$ cat src/hdl/or1420Ci_params.svh
`ifndef OR1420CI_PARAMS_SVH
`define OR1420CI_PARAMS_SVH

// width of custom-instruction operands and results.
`define CI_WORD_WIDTH 32

// width of the custom-instruction number driven by the processor.
`define CI_ID_WIDTH 8

// instruction numbers as assigned on the single-core system.
`define CI_SWAP_BYTE_NR 1
`define CI_PROFILE_NR 11
`define CI_GRAYSCALE_NR 12

// the top bit of the reset counter releases reset, giving sixteen clocks after lock.
`define RESET_COUNT_WIDTH 5

// number of profiling cycle counters.
`define PROFILE_COUNTERS 4

`endif

$ cat src/hdl/ciPkg.sv
`default_nettype none

`include "or1420Ci_params.svh"

package ciPkg;

  // One operand or result word.
  typedef logic [`CI_WORD_WIDTH-1:0] ciWordT;

  typedef enum logic [`CI_ID_WIDTH-1:0] {
    swapByteId  = `CI_ID_WIDTH'(`CI_SWAP_BYTE_NR),
    profileId   = `CI_ID_WIDTH'(`CI_PROFILE_NR),
    grayscaleId = `CI_ID_WIDTH'(`CI_GRAYSCALE_NR)
  } ciIdE;

  // taken from bit 0 of operand B of the byte-swap instruction.
  typedef enum logic {
    fullReverse  = 1'b0,
    halfwordSwap = 1'b1
  } swapModeE;

endpackage

`default_nettype wire

$ cat src/hdl/profilePkg.sv
`default_nettype none

`include "or1420Ci_params.svh"

package profilePkg;

  // selects the counter that a profile read returns (operand A bits 1:0).
  typedef enum logic [1:0] {
    totalCycles   = 2'd0,
    stallCycles   = 2'd1,
    busIdleCycles = 2'd2,
    activeCycles  = 2'd3
  } profCounterE;

  // Control fields in operand B carry one bit per counter in each nibble.
  typedef struct packed {
    logic [`PROFILE_COUNTERS-1:0] clearMask;   // bits 11:8.
    logic [`PROFILE_COUNTERS-1:0] disableMask; // bits 7:4.
    logic [`PROFILE_COUNTERS-1:0] enableMask;  // bits 3:0.
  } profCtrlT;

endpackage

`default_nettype wire

$ cat src/hdl/resetSequencer.sv
`timescale 1ns/100ps
`default_nettype none

`include "or1420Ci_params.svh"

module resetSequencer (
  input wire   s_systemClock,
  input wire   s_pllLocked,
  input wire   memoryInitBusy,
  output logic systemReset,
  output logic peripheralResetN,
  output logic ciReset
);

  logic [`RESET_COUNT_WIDTH-1:0] s_resetCountReg;
  logic                          s_released;

  assign s_released = s_resetCountReg[`RESET_COUNT_WIDTH-1];

  always_ff @(posedge s_systemClock or negedge s_pllLocked) begin
    if (!s_pllLocked) begin
      s_resetCountReg <= '0;
    end else if (!s_released) begin
      s_resetCountReg <= s_resetCountReg + 1'b1; // saturates once the top bit is set.
    end
  end

  assign systemReset      = ~s_released;
  assign peripheralResetN = s_released;
  assign ciReset          = ~s_released | memoryInitBusy; // held while memory initialises.

endmodule

`default_nettype wire

$ cat src/hdl/swapByteIse.sv
`timescale 1ns/100ps
`default_nettype none

module swapByteIse import ciPkg::*; (
  input wire         ciStart,
  input wire ciIdE   ciN,
  input wire ciWordT ciValueA,
  input wire ciWordT ciValueB,
  output logic       ciDone,
  output ciWordT     ciResult
);

  logic     s_selected;
  swapModeE s_mode;
  ciWordT   s_swapped;

  assign s_selected = ciStart && (ciN == swapByteId);
  assign s_mode     = swapModeE'(ciValueB[0]);

  always_comb begin
    case (s_mode)
      halfwordSwap: s_swapped = {ciValueA[23:16], ciValueA[31:24], ciValueA[7:0], ciValueA[15:8]};
      default:      s_swapped = {ciValueA[7:0], ciValueA[15:8], ciValueA[23:16], ciValueA[31:24]};
    endcase
  end

  assign ciDone   = s_selected;
  assign ciResult = s_selected ? s_swapped : '0; // keeps the OR-combined result bus quiet.

endmodule

`default_nettype wire

$ cat src/hdl/rgb565GrayscaleIse.sv
`timescale 1ns/100ps
`default_nettype none

`include "or1420Ci_params.svh"

module rgb565GrayscaleIse import ciPkg::*; (
  input wire         ciStart,
  input wire ciIdE   ciN,
  input wire ciWordT ciValueA,
  output logic       ciDone,
  output ciWordT     ciResult
);

  logic        s_selected;
  logic [7:0]  s_red;
  logic [7:0]  s_green;
  logic [7:0]  s_blue;
  logic [15:0] s_luma;

  assign s_selected = ciStart && (ciN == grayscaleId);

  // channels are widened by repeating their top bits, so full scale maps to 255.
  assign s_red   = {ciValueA[15:11], ciValueA[15:13]};
  assign s_green = {ciValueA[10:5], ciValueA[10:9]};
  assign s_blue  = {ciValueA[4:0], ciValueA[4:2]};

  // the weights add up to 256, so the sum never exceeds sixteen bits.
  assign s_luma = 16'd54 * s_red + 16'd183 * s_green + 16'd19 * s_blue;

  assign ciDone   = s_selected;
  assign ciResult = s_selected ? {{(`CI_WORD_WIDTH-8){1'b0}}, s_luma[15:8]} : '0;

endmodule

`default_nettype wire

$ cat src/hdl/profileCounters.sv
`timescale 1ns/100ps
`default_nettype none

`include "or1420Ci_params.svh"

module profileCounters import ciPkg::*; import profilePkg::*; (
  input wire         s_systemClock,
  input wire         ciReset,
  input wire         ciStart,
  input wire         cpuStalled,
  input wire         busIdle,
  input wire ciIdE   ciN,
  input wire ciWordT ciValueA,
  input wire ciWordT ciValueB,
  output logic       ciDone,
  output ciWordT     ciResult
);

  ciWordT [`PROFILE_COUNTERS-1:0] s_counterReg;
  logic   [`PROFILE_COUNTERS-1:0] s_enableReg;
  logic   [`PROFILE_COUNTERS-1:0] s_countCondition;
  logic                           s_selected;
  profCtrlT                       s_control;
  profCounterE                    s_readSelect;

  assign s_selected   = ciStart && (ciN == profileId);
  assign s_control    = profCtrlT'(ciValueB[$bits(profCtrlT)-1:0]);
  assign s_readSelect = profCounterE'(ciValueA[1:0]);

  always_comb begin
    s_countCondition[totalCycles]   = 1'b1;
    s_countCondition[stallCycles]   = cpuStalled;
    s_countCondition[busIdleCycles] = busIdle;
    s_countCondition[activeCycles]  = ~cpuStalled;
  end

  // enable wins over disable when both bits are set for one counter.
  always_ff @(posedge s_systemClock or posedge ciReset) begin
    if (ciReset) begin
      s_enableReg <= '0;
    end else if (s_selected) begin
      s_enableReg <= (s_enableReg & ~s_control.disableMask) | s_control.enableMask;
    end
  end

  always_ff @(posedge s_systemClock or posedge ciReset) begin
    if (ciReset) begin
      s_counterReg <= '0;
    end else begin
      for (int i = 0; i < `PROFILE_COUNTERS; i++) begin
        if (s_selected && s_control.clearMask[i]) begin
          s_counterReg[i] <= '0; // a clear overrides a pending increment.
        end else if (s_enableReg[i] && s_countCondition[i]) begin
          s_counterReg[i] <= s_counterReg[i] + 1'b1;
        end
      end
    end
  end

  // The read returns the count from before the edge that applies the control.
  assign ciDone   = s_selected;
  assign ciResult = s_selected ? s_counterReg[s_readSelect] : '0;

endmodule

`default_nettype wire

$ cat src/hdl/or1420CiSubsystem.sv
`timescale 1ns/100ps
`default_nettype none

module or1420CiSubsystem import ciPkg::*; (
  input wire         s_systemClock,
  input wire         s_pllLocked,
  input wire         memoryInitBusy,
  input wire         ciStart,
  input wire         cpuStalled,
  input wire         busIdle,
  input wire ciIdE   ciN,
  input wire ciWordT ciValueA,
  input wire ciWordT ciValueB,
  output logic       systemReset,
  output logic       peripheralResetN,
  output logic       ciDone,
  output ciWordT     ciResult
);

  logic   s_ciReset;
  logic   s_swapByteDone;
  logic   s_grayscaleDone;
  logic   s_profileDone;
  ciWordT s_swapByteResult;
  ciWordT s_grayscaleResult;
  ciWordT s_profileResult;

  resetSequencer u_resetSequencer (
    .s_systemClock   (s_systemClock),
    .s_pllLocked     (s_pllLocked),
    .memoryInitBusy  (memoryInitBusy),
    .systemReset     (systemReset),
    .peripheralResetN(peripheralResetN),
    .ciReset         (s_ciReset)
  );

  swapByteIse u_swapByteIse (
    .ciStart (ciStart),
    .ciN     (ciN),
    .ciValueA(ciValueA),
    .ciValueB(ciValueB),
    .ciDone  (s_swapByteDone),
    .ciResult(s_swapByteResult)
  );

  rgb565GrayscaleIse u_rgb565GrayscaleIse (
    .ciStart (ciStart),
    .ciN     (ciN),
    .ciValueA(ciValueA),
    .ciDone  (s_grayscaleDone),
    .ciResult(s_grayscaleResult)
  );

  profileCounters u_profileCounters (
    .s_systemClock(s_systemClock),
    .ciReset      (s_ciReset),
    .ciStart      (ciStart),
    .cpuStalled   (cpuStalled),
    .busIdle      (busIdle),
    .ciN          (ciN),
    .ciValueA     (ciValueA),
    .ciValueB     (ciValueB),
    .ciDone       (s_profileDone),
    .ciResult     (s_profileResult)
  );

  // every instruction drives zero unless selected, so a plain OR merges them.
  assign ciDone   = s_swapByteDone | s_grayscaleDone | s_profileDone;
  assign ciResult = s_swapByteResult | s_grayscaleResult | s_profileResult;

endmodule

`default_nettype wire

$ cat config.mk
export PLATFORM = sky130hd
export DESIGN_NAME = or1420CiSubsystem
export DESIGN_NICKNAME = d
export VERILOG_FILES = /design/src/hdl/ciPkg.sv /design/src/hdl/profilePkg.sv /design/src/hdl/resetSequencer.sv /design/src/hdl/swapByteIse.sv /design/src/hdl/rgb565GrayscaleIse.sv /design/src/hdl/profileCounters.sv /design/src/hdl/or1420CiSubsystem.sv
export VERILOG_INCLUDE_DIRS = /design/src /design/src/hdl
export SDC_FILE = /design/constraint.sdc
export NUM_CORES = 1
export LEC_CHECK = 0
export BUFFER_PORTS_ARGS = -buffer_cell sky130_fd_sc_hd__buf_4
export CAP_MARGIN = 40
export CORE_ASPECT_RATIO = 0.8
export CORE_MARGIN = 8
export CORE_UTILIZATION = 55
export CTS_CLUSTER_SIZE = 8
export DETAILED_ROUTE_END_ITERATION = 12
export PLACE_DENSITY = 0.73
export SETUP_SLACK_MARGIN = 0.05
export SKIP_CTS_REPAIR_TIMING = 1
export SYNTH_ARGS = -nofsm -noshare
export SYNTH_HDL_FRONTEND = slang
export SYNTH_SLANG_ARGS = --single-unit
$ cat constraint.sdc
create_clock -name s_systemClock -period 15 [get_ports s_systemClock]
set_clock_uncertainty 0.2 [all_clocks]
set_input_delay 3 -clock s_systemClock [delete_from_list [all_inputs] [get_ports s_systemClock]]
set_output_delay 3 -clock s_systemClock [all_outputs]
set_load 0.1 [all_outputs]
### After elaboration in Yosys (flattened, before gate mapping)

Cells that the tools add are included.

| storage, ports and cells | value |
|---|---|
| flip-flop bits (word level) | 137 |
| output and inout bits | 35 |
| logic and storage cells | 60 |
| input port bits | 78 |

| operators by class | value |
|---|---|
| $add $sub $neg | 7 |
| eq/ne operators | 3 |
| multiply operators | 3 |
| $lt $le $gt $ge | 1 |
| mux-type cells | 15 |
| bitwise logic cells | 10 |
| reductions and logical operators | 14 |

Operators by type and width:

| operator | number |
|---|---|
| $mux 32 | 12 |
| $add 32x1->32 const B | 4 |
| $bmux 32 s2 | 1 |
| $or 32x32->32 | 2 |
| $mul 5x8->13 const A | 2 |
| $add 14x16->16 | 1 |
| $add 16x13->16 | 1 |
| $eq 8x4->1 const B | 2 |
| $mul 8x8->16 const A | 1 |
| $logic_and 1x1->1 | 10 |
| $eq 8x1->1 const B | 1 |
| $mux 8 | 1 |
| $reduce_bool 2->1 | 4 |
| $add 5x1->5 const B | 1 |
| $mux 5 | 1 |
| $and 4x4->4 | 1 |
| $not 4->4 | 1 |
| $or 4x4->4 | 1 |
| $lt 2x3->1 const B | 1 |
| $or 1x1->1 | 3 |
| $not 1->1 | 2 |

### Logic depth before layout (Yosys ltp)

Gate-level depths: netlist of the first run.

| depth | value |
|---|---|
| depth after elaboration | 6 |
| gate-level depth with buffers | 24 |
| mapped depth without buffers | 24 |

### Modules after synthesis

From an unflattened synthesis of the first run, not the netlist that was laid out.

| second synthesis, totals | value |
|---|---|
| cells, all modules | 1,303 |
| area, all modules | 12,469.5 sq um |

Modules (own cells, without submodules):

| module | area each (sq um) | sequential area each (sq um) | instances | cells each |
|---|---|---|---|---|
| profileCounters | 7,624.8 | 3,303.2 | 1 | 765 |
| rgb565GrayscaleIse | 3,579.7 | 0.0 | 1 | 405 |
| swapByteIse | 848.3 | 0.0 | 1 | 84 |
| resetSequencer | 210.2 | 125.1 | 1 | 16 |
| or1420CiSubsystem | 206.4 | 0.0 | 1 | 33 |

### Least setup slack after synthesis of the first run

Ideal clock, no wire load.

| timing | value |
|---|---|
| path type | input to output |
| start | input port ciValueA[3] |
| end | output port ciResult[1] |
| path slack | 2.541 ns |
| buffers on the path | 0 |
| data required time | 11.800 ns |
| stages on the path | 15 |
| arrival time | 9.259 ns |
| cells stage by stage | fa_1 > inv_1 > fa_1 > inv_1 > ha_1 > fa_1 > fa_1 > inv_1 > fa_1 > inv_1 > ha_1 > o41ai_1 > o21a_1 > nor2_1 > o32ai_1 |

| on the way | value |
|---|---|
| word-level cells in the longest chain between the ends | 5 |

RTL lines:

| element | RTL line | text |
|---|---|---|
| from (decl) | or1420CiSubsystem.sv:12 | `input wire ciWordT ciValueA,` |
| $mul 5x8->13 | rgb565GrayscaleIse.sv:28 | `assign s_luma = 16'd54 * s_red + 16'd183 * s_green + 16'd19 * s_blue;` |
| $add 16x13->16 | rgb565GrayscaleIse.sv:28 |  |
| $mux 8 | rgb565GrayscaleIse.sv:31 | `` assign ciResult = s_selected ? {{(`CI_WORD_WIDTH-8){1'b0}}, s_luma[15:8]} : '0; `` |
| $or 32x32->32 (2 in a row) | or1420CiSubsystem.sv:69 | `assign ciResult = s_swapByteResult \| s_grayscaleResult \| s_profileResult;` |
| to (decl) | or1420CiSubsystem.sv:17 | `output ciWordT ciResult` |

No other way between the ends.

### Worst setup path in the final report of the first run

| timing | value |
|---|---|
| start | input port ciValueA[0] |
| end | output port ciResult[6] |

| on the way | value |
|---|---|
| word-level cells in the longest chain between the ends | 5 |
| elaborated cells on any way between the ends | 8 |
| those cells by class | 1 x add/sub; 1 x mul; 4 x mux; 2 x bitwise |

RTL lines:

| element | RTL line |
|---|---|
| $mul 5x8->13 | rgb565GrayscaleIse.sv:28 |
| $add 16x13->16 | rgb565GrayscaleIse.sv:28 |
| $mux 8 | rgb565GrayscaleIse.sv:31 |
| $or 32x32->32 | or1420CiSubsystem.sv:69 |
| $or 32x32->32 (*) | or1420CiSubsystem.sv:69 |

Every way passes the cells marked *; elsewhere a longest branch is shown, timed or not. The select of a mux whose other input is x is not followed.

==> impl_metrics.py, run 1 <==
metrics = {
    "outcome": {
        "status": "complete, no violations",
    },
    "synthesis": {
        "ys_ff_latch": 137,
        "syn-instance-count": 1188,
        "ys.warnings.count": 0,
        "ys_seq_area_share_pct": 30.3,
        "synth_edf_count": 0,
        "synth_area_per_cell_um2": 9.53,
        "synth_area_leader_cell": "dfrtp_1",
        "synth.area.top_cells": "dfrtp_1 (30%), fa_1 (11%), ha_1 (9.0%)",
        "synth.distinct_cells": 60,
        "ys_top_cells_by_count": "nor2_1 (144), dfrtp_1 (137), inv_1 (130)",
        "async_reset_ff_share_pct": 100,
        "synth_ff_type": "dfrtp_1",
        "synth_area_um2": 11300,
        "synth_top_area_share_pct": 30.3,
        "synthesis.nets": 1407,
        "synthMostInstantiatedCell": "nor2_1",
    },
    "pwr": {
        "power_density_nw_per_um2": 156,
        "power.leakage_nw": 6.08,
        "irDropWorstVdd_mv": 0.230,
    },
    "critical_path": {
        "crit_type": "input pin to output pin",
        "cp_top_family": "adder cells",
        "worst-path-max-fanout": 37,
        "r2r_slack_ps": 12180,
        "cp_common_cell": "fa_1",
        "crit_buf_inv": 4,
        "arrival_ps": 8450,
        "worst_setup_path_start_kind": "input pin",
        "worstPathCellList": "buf_4 > ha_1 > fa_1 > fa_1 > fa_1 > fa_1 > inv_1 > fa_1 > inv_1 > ha_1 > o21ai_0 > nand2b_1 > and4_1 > a21bo_2 > o31ai_1 > xor2_1 > o22ai_1 > buf_4",
        "cp.required_ps": 11800,
        "cp_slowest_cell": "fa_1",
        "crit_path_end_kind": "output pin",
        "cp_slowest_stage_delay_ps": 550,
    },
    "placement": {
        "port_buffers": 92,
        "place_ws_ps": 3380,
        "dp_hpwl_um": 22700,
        "place.gp.congestion": 0.928,
    },
    "cells_and_area": {
        "utilization_pct": 63.0,
        "antennaDiodeCount": 0,
        "layout.area.seq_um2": 3430,
        "drive_gt1_share_pct": 14.1,
        "fill_cells": 1681,
        "nets": 1485,
        "areaGrowthSynthToFinish_pct": 13.9,
        "multi_input_area_um2": 7240,
    },
    "global_routing": {
        "antenna_found_initial": 1,
        "grt-ovfl-total": 0,
        "grt_max_degree": 49,
        "grt_pass1_wl_um": 47500,
        "grt_pass1_vias": 8942,
        "track_usage_pct": 23.9,
    },
    "route": {
        "final_antenna_net_count": 0,
        "firstDrtPassIters": 6,
        "via_per_inst": 5.76,
        "wl_um": 29300,
        "routedWlPerCell_um": 18.9,
        "vias": 8918,
        "drc": 0,
        "drtIter0Drc": 654,
    },
    "clock_tree": {
        "cts_root_buffer": "clkbuf_16",
        "clockBufferDepth": 2,
        "cts_sinks": 137,
        "cts_max_level": 4,
        "tritoncts": "yes",
        "worstSkewPairLatency_ps": 430,
        "cts-buffers-inserted": 17,
        "path_clk_slew_ps": 60,
    },
    "floorplan": {
        "pin_count": 113,
        "start_util_pct": 55.3,
        "die_x_um": 176,
        "die_h_um": 144,
        "core_um2": 20500,
        "row_count": 47,
        "dieArea_um2": 25500,
    },
    "run": {
        "cap_violations": 0,
    },
    "sta": {
        "timing.hold.ws_ps": 263,
        "post-route-period-util_pct": 77.6,
        "fin_tns_setup_ps": 0,
        "fmax_ghz": 0.0859,
        "rsz0062_at_grt": "false",
        "period_minus_slack_ps": 11650,
        "setup_violations": 0,
        "worst_slack_ps": 3350,
        "hold_viol": 0,
        "report.final.slew_viol_count": 0,
        "tightest_slew_ps": 781,
        "maxSlewHeadroom_pct": 47.8,
    },
    "min_path": {
        "hold_path.class": "flop to asynchronous set/reset pin",
    },
}
-- stage by stage --
| step | instances | area, um2 | power (mW) |
|---|---|---|---|
| floorplan | 1188 | 11300 | 1.28 |
| global placement | 1513 | 12200 | 1.50 |
| detailed placement | 1516 | 12300 | 1.54 |
| CTS | 1547 | 12900 | 1.99 |
| global route | 1547 | 12900 | 2.18 |
| finish | 1547 | 12900 | 2.01 |
-- worst min-delay path, stage by stage (launching register included) --
cell,delay [ps]
dfrtp_1,400
inv_1,130
nor2_4,350
-- cells in the final DEF, fill, tap and decap left out, types with 7 or more instances in the layout --
| cell type | instances |
|---|---|
| nand3_1 | 45 |
| nor4_1 | 7 |
| o21ai_0 | 18 |
| ha_1 | 81 |
| xnor2_1 | 51 |
| nor2_1 | 143 |
| nand2_1 | 86 |
| a21oi_1 | 33 |
| inv_1 | 130 |
| and3_1 | 13 |
| nand4_1 | 26 |
| nor2b_1 | 8 |
| fa_1 | 60 |
| and4_1 | 16 |
| clkbuf_16 | 17 |
| buf_4 | 99 |
| dfrtp_1 | 137 |
| a31oi_1 | 8 |
| xor2_1 | 80 |
| mux4_2 | 32 |
| o22ai_1 | 7 |
| nor3_1 | 11 |
| o21ai_1 | 28 |
| mux2i_1 | 36 |
| and2_1 | 12 |
| nand2b_1 | 7 |
| or3_1 | 17 |
-- report_power, final --
part,switching (mW),internal [mW]
combinational,0.633,0.474
sequential,0.0539,0.407
clock,0.166,0.278
total,0.853,1.16
-- per-layer routing --
layer / global-route usage [%] / up-vias / share of wire, %
met5: 0 / - / 0.041
met4: 8.79 / 2 / 2.8
met3: 5.69 / 53 / 8.4
met2: 37.4 / 312 / 46
met1: 32.1 / 4379 / 43
li1: - / 4172 / -
-- final cells by class --
cell class                      instances  area share (%)
Multi-Input combinational cell        878            56.1
Sequential cell                       137            26.6
Timing Repair Buffer                  102            6.07
Inverter                              130            3.78
Clock buffer                           17            3.30
Tap cell                              269            2.61
Clock inverter                         14            1.51
-- state kept, by name, indices dropped and copies added (netlist names) --
name	cells
u_profileCounters.s_counterReg	128
u_resetSequencer.s_resetCountReg	5
u_profileCounters.s_enableReg	4
-- path summary, 6_finish.rpt --
check                                                                     from                                               to  cells past startpoint
worst max-delay path                                               ciValueA[0]                                      ciResult[6]                     18
worst max register to register  u_profileCounters.s_counterReg[35]$_DFFE_PP0P_   u_profileCounters.s_counterReg[63]$_DFFE_PP0P_                      7
worst min-delay path             u_resetSequencer.s_resetCountReg[4]$_DFF_PN0_  u_profileCounters.s_counterReg[112]$_DFFE_PP0P_                      2
worst min register to register   u_resetSequencer.s_resetCountReg[4]$_DFF_PN0_  u_profileCounters.s_counterReg[112]$_DFFE_PP0P_                      2
min in group s_systemClock        u_profileCounters.s_enableReg[2]$_DFFE_PP0P_     u_profileCounters.s_enableReg[2]$_DFFE_PP0P_                      1
max in group asynchronous                                       memoryInitBusy    u_profileCounters.s_counterReg[5]$_DFFE_PP0P_                      4
-- cell families after synthesis --
family	share of synthesized area (%)
AND/OR/NAND/NOR	18.3
multiplexers	9.65
buffers and inverters	5.84
adder cells (fa/ha/maj)	19.6
AO/OA/AOI/OAI	6.18
XOR/XNOR	10.1
flip-flops	30.3
Note: power is estimated with default switching activity, not from simulation.
==> run 2, diff against run 1 <==
==> constraint.sdc (replaced) <==
create_clock -name s_systemClock -period 12.2 [get_ports s_systemClock]
set_clock_uncertainty 0.2 [all_clocks]
set_input_delay 2.44 -clock s_systemClock [delete_from_list [all_inputs] [get_ports s_systemClock]]
set_output_delay 2.44 -clock s_systemClock [all_outputs]
set_load 0.1 [all_outputs]
==> impl_metrics.py, run 2 (synthesis results as in run 1) <==
metrics = {
    "sta": {
        "rsz0062_at_grt": "false",
        "fmax_ghz": 0.0948,
        "fin_tns_setup_ps": 0,
        "maxSlewHeadroom_pct": 43.6,
        "hold_viol": 0,
        "timing.hold.ws_ps": 284,
        "period_minus_slack_ps": 10550,
        "setup_violations": 0,
        "report.final.slew_viol_count": 0,
        "tightest_slew_ps": 845,
        "post-route-period-util_pct": 86.5,
    },
    "floorplan": {
        "dieArea_um2": 25500,
        "die_x_um": 176,
        "pin_count": 113,
        "die_h_um": 144,
        "start_util_pct": 55.3,
        "core_um2": 20500,
        "row_count": 47,
    },
    "critical_path": {
        "r2r_slack_ps": 9320,
        "arrival_ps": 7910,
        "worst_setup_path_start_kind": "input pin",
        "cp_slowest_cell": "fa_1",
        "cp_slowest_stage_delay_ps": 540,
        "worst-path-max-fanout": 37,
        "cp.required_ps": 9560,
        "cp_common_cell": "fa_1",
        "worstPathCellList": "buf_4 > ha_1 > fa_1 > fa_1 > fa_1 > fa_1 > inv_1 > fa_1 > inv_1 > ha_1 > o21ai_0 > nand2b_1 > and4_1 > a21bo_2 > o31ai_1 > xor2_1 > o22ai_1 > buf_4",
        "crit_type": "input pin to output pin",
        "crit_path_end_kind": "output pin",
        "reg2reg_depth": 7,
    },
    "placement": {
        "dp_hpwl_um": 22400,
        "port_buffers": 92,
        "place.gp.congestion": 0.944,
        "place_area_um2": 12300,
    },
    "route": {
        "wl_um": 29100,
        "vias": 8988,
        "final_antenna_net_count": 0,
        "firstDrtPassIters": 5,
        "drtIter0Drc": 766,
        "routedWlPerCell_um": 18.8,
        "drc": 0,
        "via_per_inst": 5.80,
    },
    "run": {
        "cap_violations": 0,
    },
    "cells_and_area": {
        "largestRegisters": "u_profileCounters.s_counterReg: 128 flops, u_resetSequencer.s_resetCountReg: 5 flops, u_profileCounters.s_enableReg: 4 flops",
        "areaGrowthSynthToFinish_pct": 14.0,
        "layout_common_cells": "nor2_1 (143), dfrtp_1 (137), inv_1 (130)",
        "layout_commonest_cell": "nor2_1",
        "largest_reg_flops": 128,
        "final_cell_area_um2": 12900,
        "regMostFlops": "u_profileCounters.s_counterReg",
        "nets": 1485,
        "drive_gt1_share_pct": 14.2,
    },
    "pwr": {
        "p_seq_share_pct": 23.2,
        "p_int_mw": 1.41,
        "irDropWorstVdd_mv": 0.285,
        "total_power_mw": 2.45,
        "swShare_pct": 42.2,
        "power_frac_comb_pct": 54.3,
        "power.net_switching_mw": 1.03,
        "power.leakage_nw": 6.08,
        "power_density_nw_per_um2": 189,
        "p_clk_share_pct": 22.5,
    },
    "global_routing": {
        "busiest_layer": "met2",
        "track_usage_pct": 23.6,
        "grt_pass1_vias": 9008,
        "antenna_found_initial": 1,
        "grt_max_degree": 62,
        "grt-ovfl-total": 0,
        "grt_pass1_wl_um": 47000,
        "gr-usage-met1_pct": 32.7,
        "use_met2_pct": 36.6,
        "use_met3_pct": 4.59,
    },
    "clock_tree": {
        "path_clk_slew_ps": 60,
        "cts_max_level": 4,
        "clockBufferDepth": 2,
        "worstSkewPairLatency_ps": 430,
        "cts-buffers-inserted": 17,
        "tritoncts": "yes",
        "cts_sinks": 137,
        "cts_root_buffer": "clkbuf_16",
    },
    "min_path": {
        "whs_path_depth": 1,
        "hold_path.class": "flop to flop",
    },
    "outcome": {
        "status": "complete, no violations",
    },
}
[run 2: changes by cell type in the layout (fill, tap and decap cells not counted), sizes merged]
cell / before / now
clkinv: 6 / 4
inv: 133 / 135
bufinv: 4 / 3
clkbuf: 17 / 18
clkinvlp: 1 / 2
diode: 0 / 1
[run 2: area by class of cell]
cell class | count | area [um2]
Fill cell | 1704 | 7560
Multi-Input combinational cell | 878 | 7240
Sequential cell | 137 | 3430
Timing Repair Buffer | 102 | 791
Inverter | 130 | 488
Clock buffer | 18 | 439
Tap cell | 269 | 337
Clock inverter | 14 | 185
Antenna cell | 1 | 2.50
[run 2: stage by stage]
stage	utilization, %	setup WS [ps]	instances
2_1_floorplan	-	861	1188
3_3_place_gp	59.8	1740	1513
3_5_place_dp	60.0	1640	1516
4_1_cts	63.1	1630	1548
5_1_grt	63.1	1430	1548
6_report	63.1	1650	1549
[run 2: worst paths after layout]
path                                                                      start                                              end
worst max-delay path                                                ciValueA[0]                                      ciResult[6]
worst min-delay path            u_resetSequencer.s_resetCountReg[3]$_DFFE_PN0N_  u_resetSequencer.s_resetCountReg[3]$_DFFE_PN0N_
worst max register to register   u_profileCounters.s_counterReg[35]$_DFFE_PP0P_   u_profileCounters.s_counterReg[63]$_DFFE_PP0P_
worst min register to register  u_resetSequencer.s_resetCountReg[3]$_DFFE_PN0N_  u_resetSequencer.s_resetCountReg[3]$_DFFE_PN0N_
max in group asynchronous                                        memoryInitBusy   u_profileCounters.s_counterReg[28]$_DFFE_PP0P_
min in group asynchronous         u_resetSequencer.s_resetCountReg[4]$_DFF_PN0_   u_profileCounters.s_counterReg[80]$_DFFE_PP0P_
[run 2: power by group through the flow]
| stage | Clock [mW] | Sequential [mW] | Combinational (mW) |
|---|---|---|---|
| 2_1_floorplan | 0 | 0.551 | 1.02 |
| 3_3_place_gp | 0 | 0.570 | 1.27 |
| 3_5_place_dp | 0 | 0.572 | 1.31 |
| 4_1_cts | 0.554 | 0.565 | 1.32 |
| 5_1_grt | 0.577 | 0.574 | 1.50 |
| 6_report | 0.549 | 0.567 | 1.33 |
[run 2: critical path: cells and delay by family]
| family | cells | cell delay, ps |
|---|---|---|
| xor gates and xnor gates | 1 | 110 |
| buffers and inverters | 4 | 920 |
| and+or+nand+nor | 2 | 370 |
| adders and majority gates | 7 | 3220 |
| AOI/OAI and AO/OA | 4 | 830 |
[run 2: metal layers]
| layer | share of wire (%) | routed length (um) | vias up |
|---|---|---|---|
| met4 | 2.6 | 752 | 2 |
| met2 | 46 | 13300 | 317 |
| met1 | 44 | 12800 | 4445 |
| met5 | 0.031 | 9 | - |
| li1 | - | - | 4178 |
| met3 | 7.6 | 2220 | 46 |
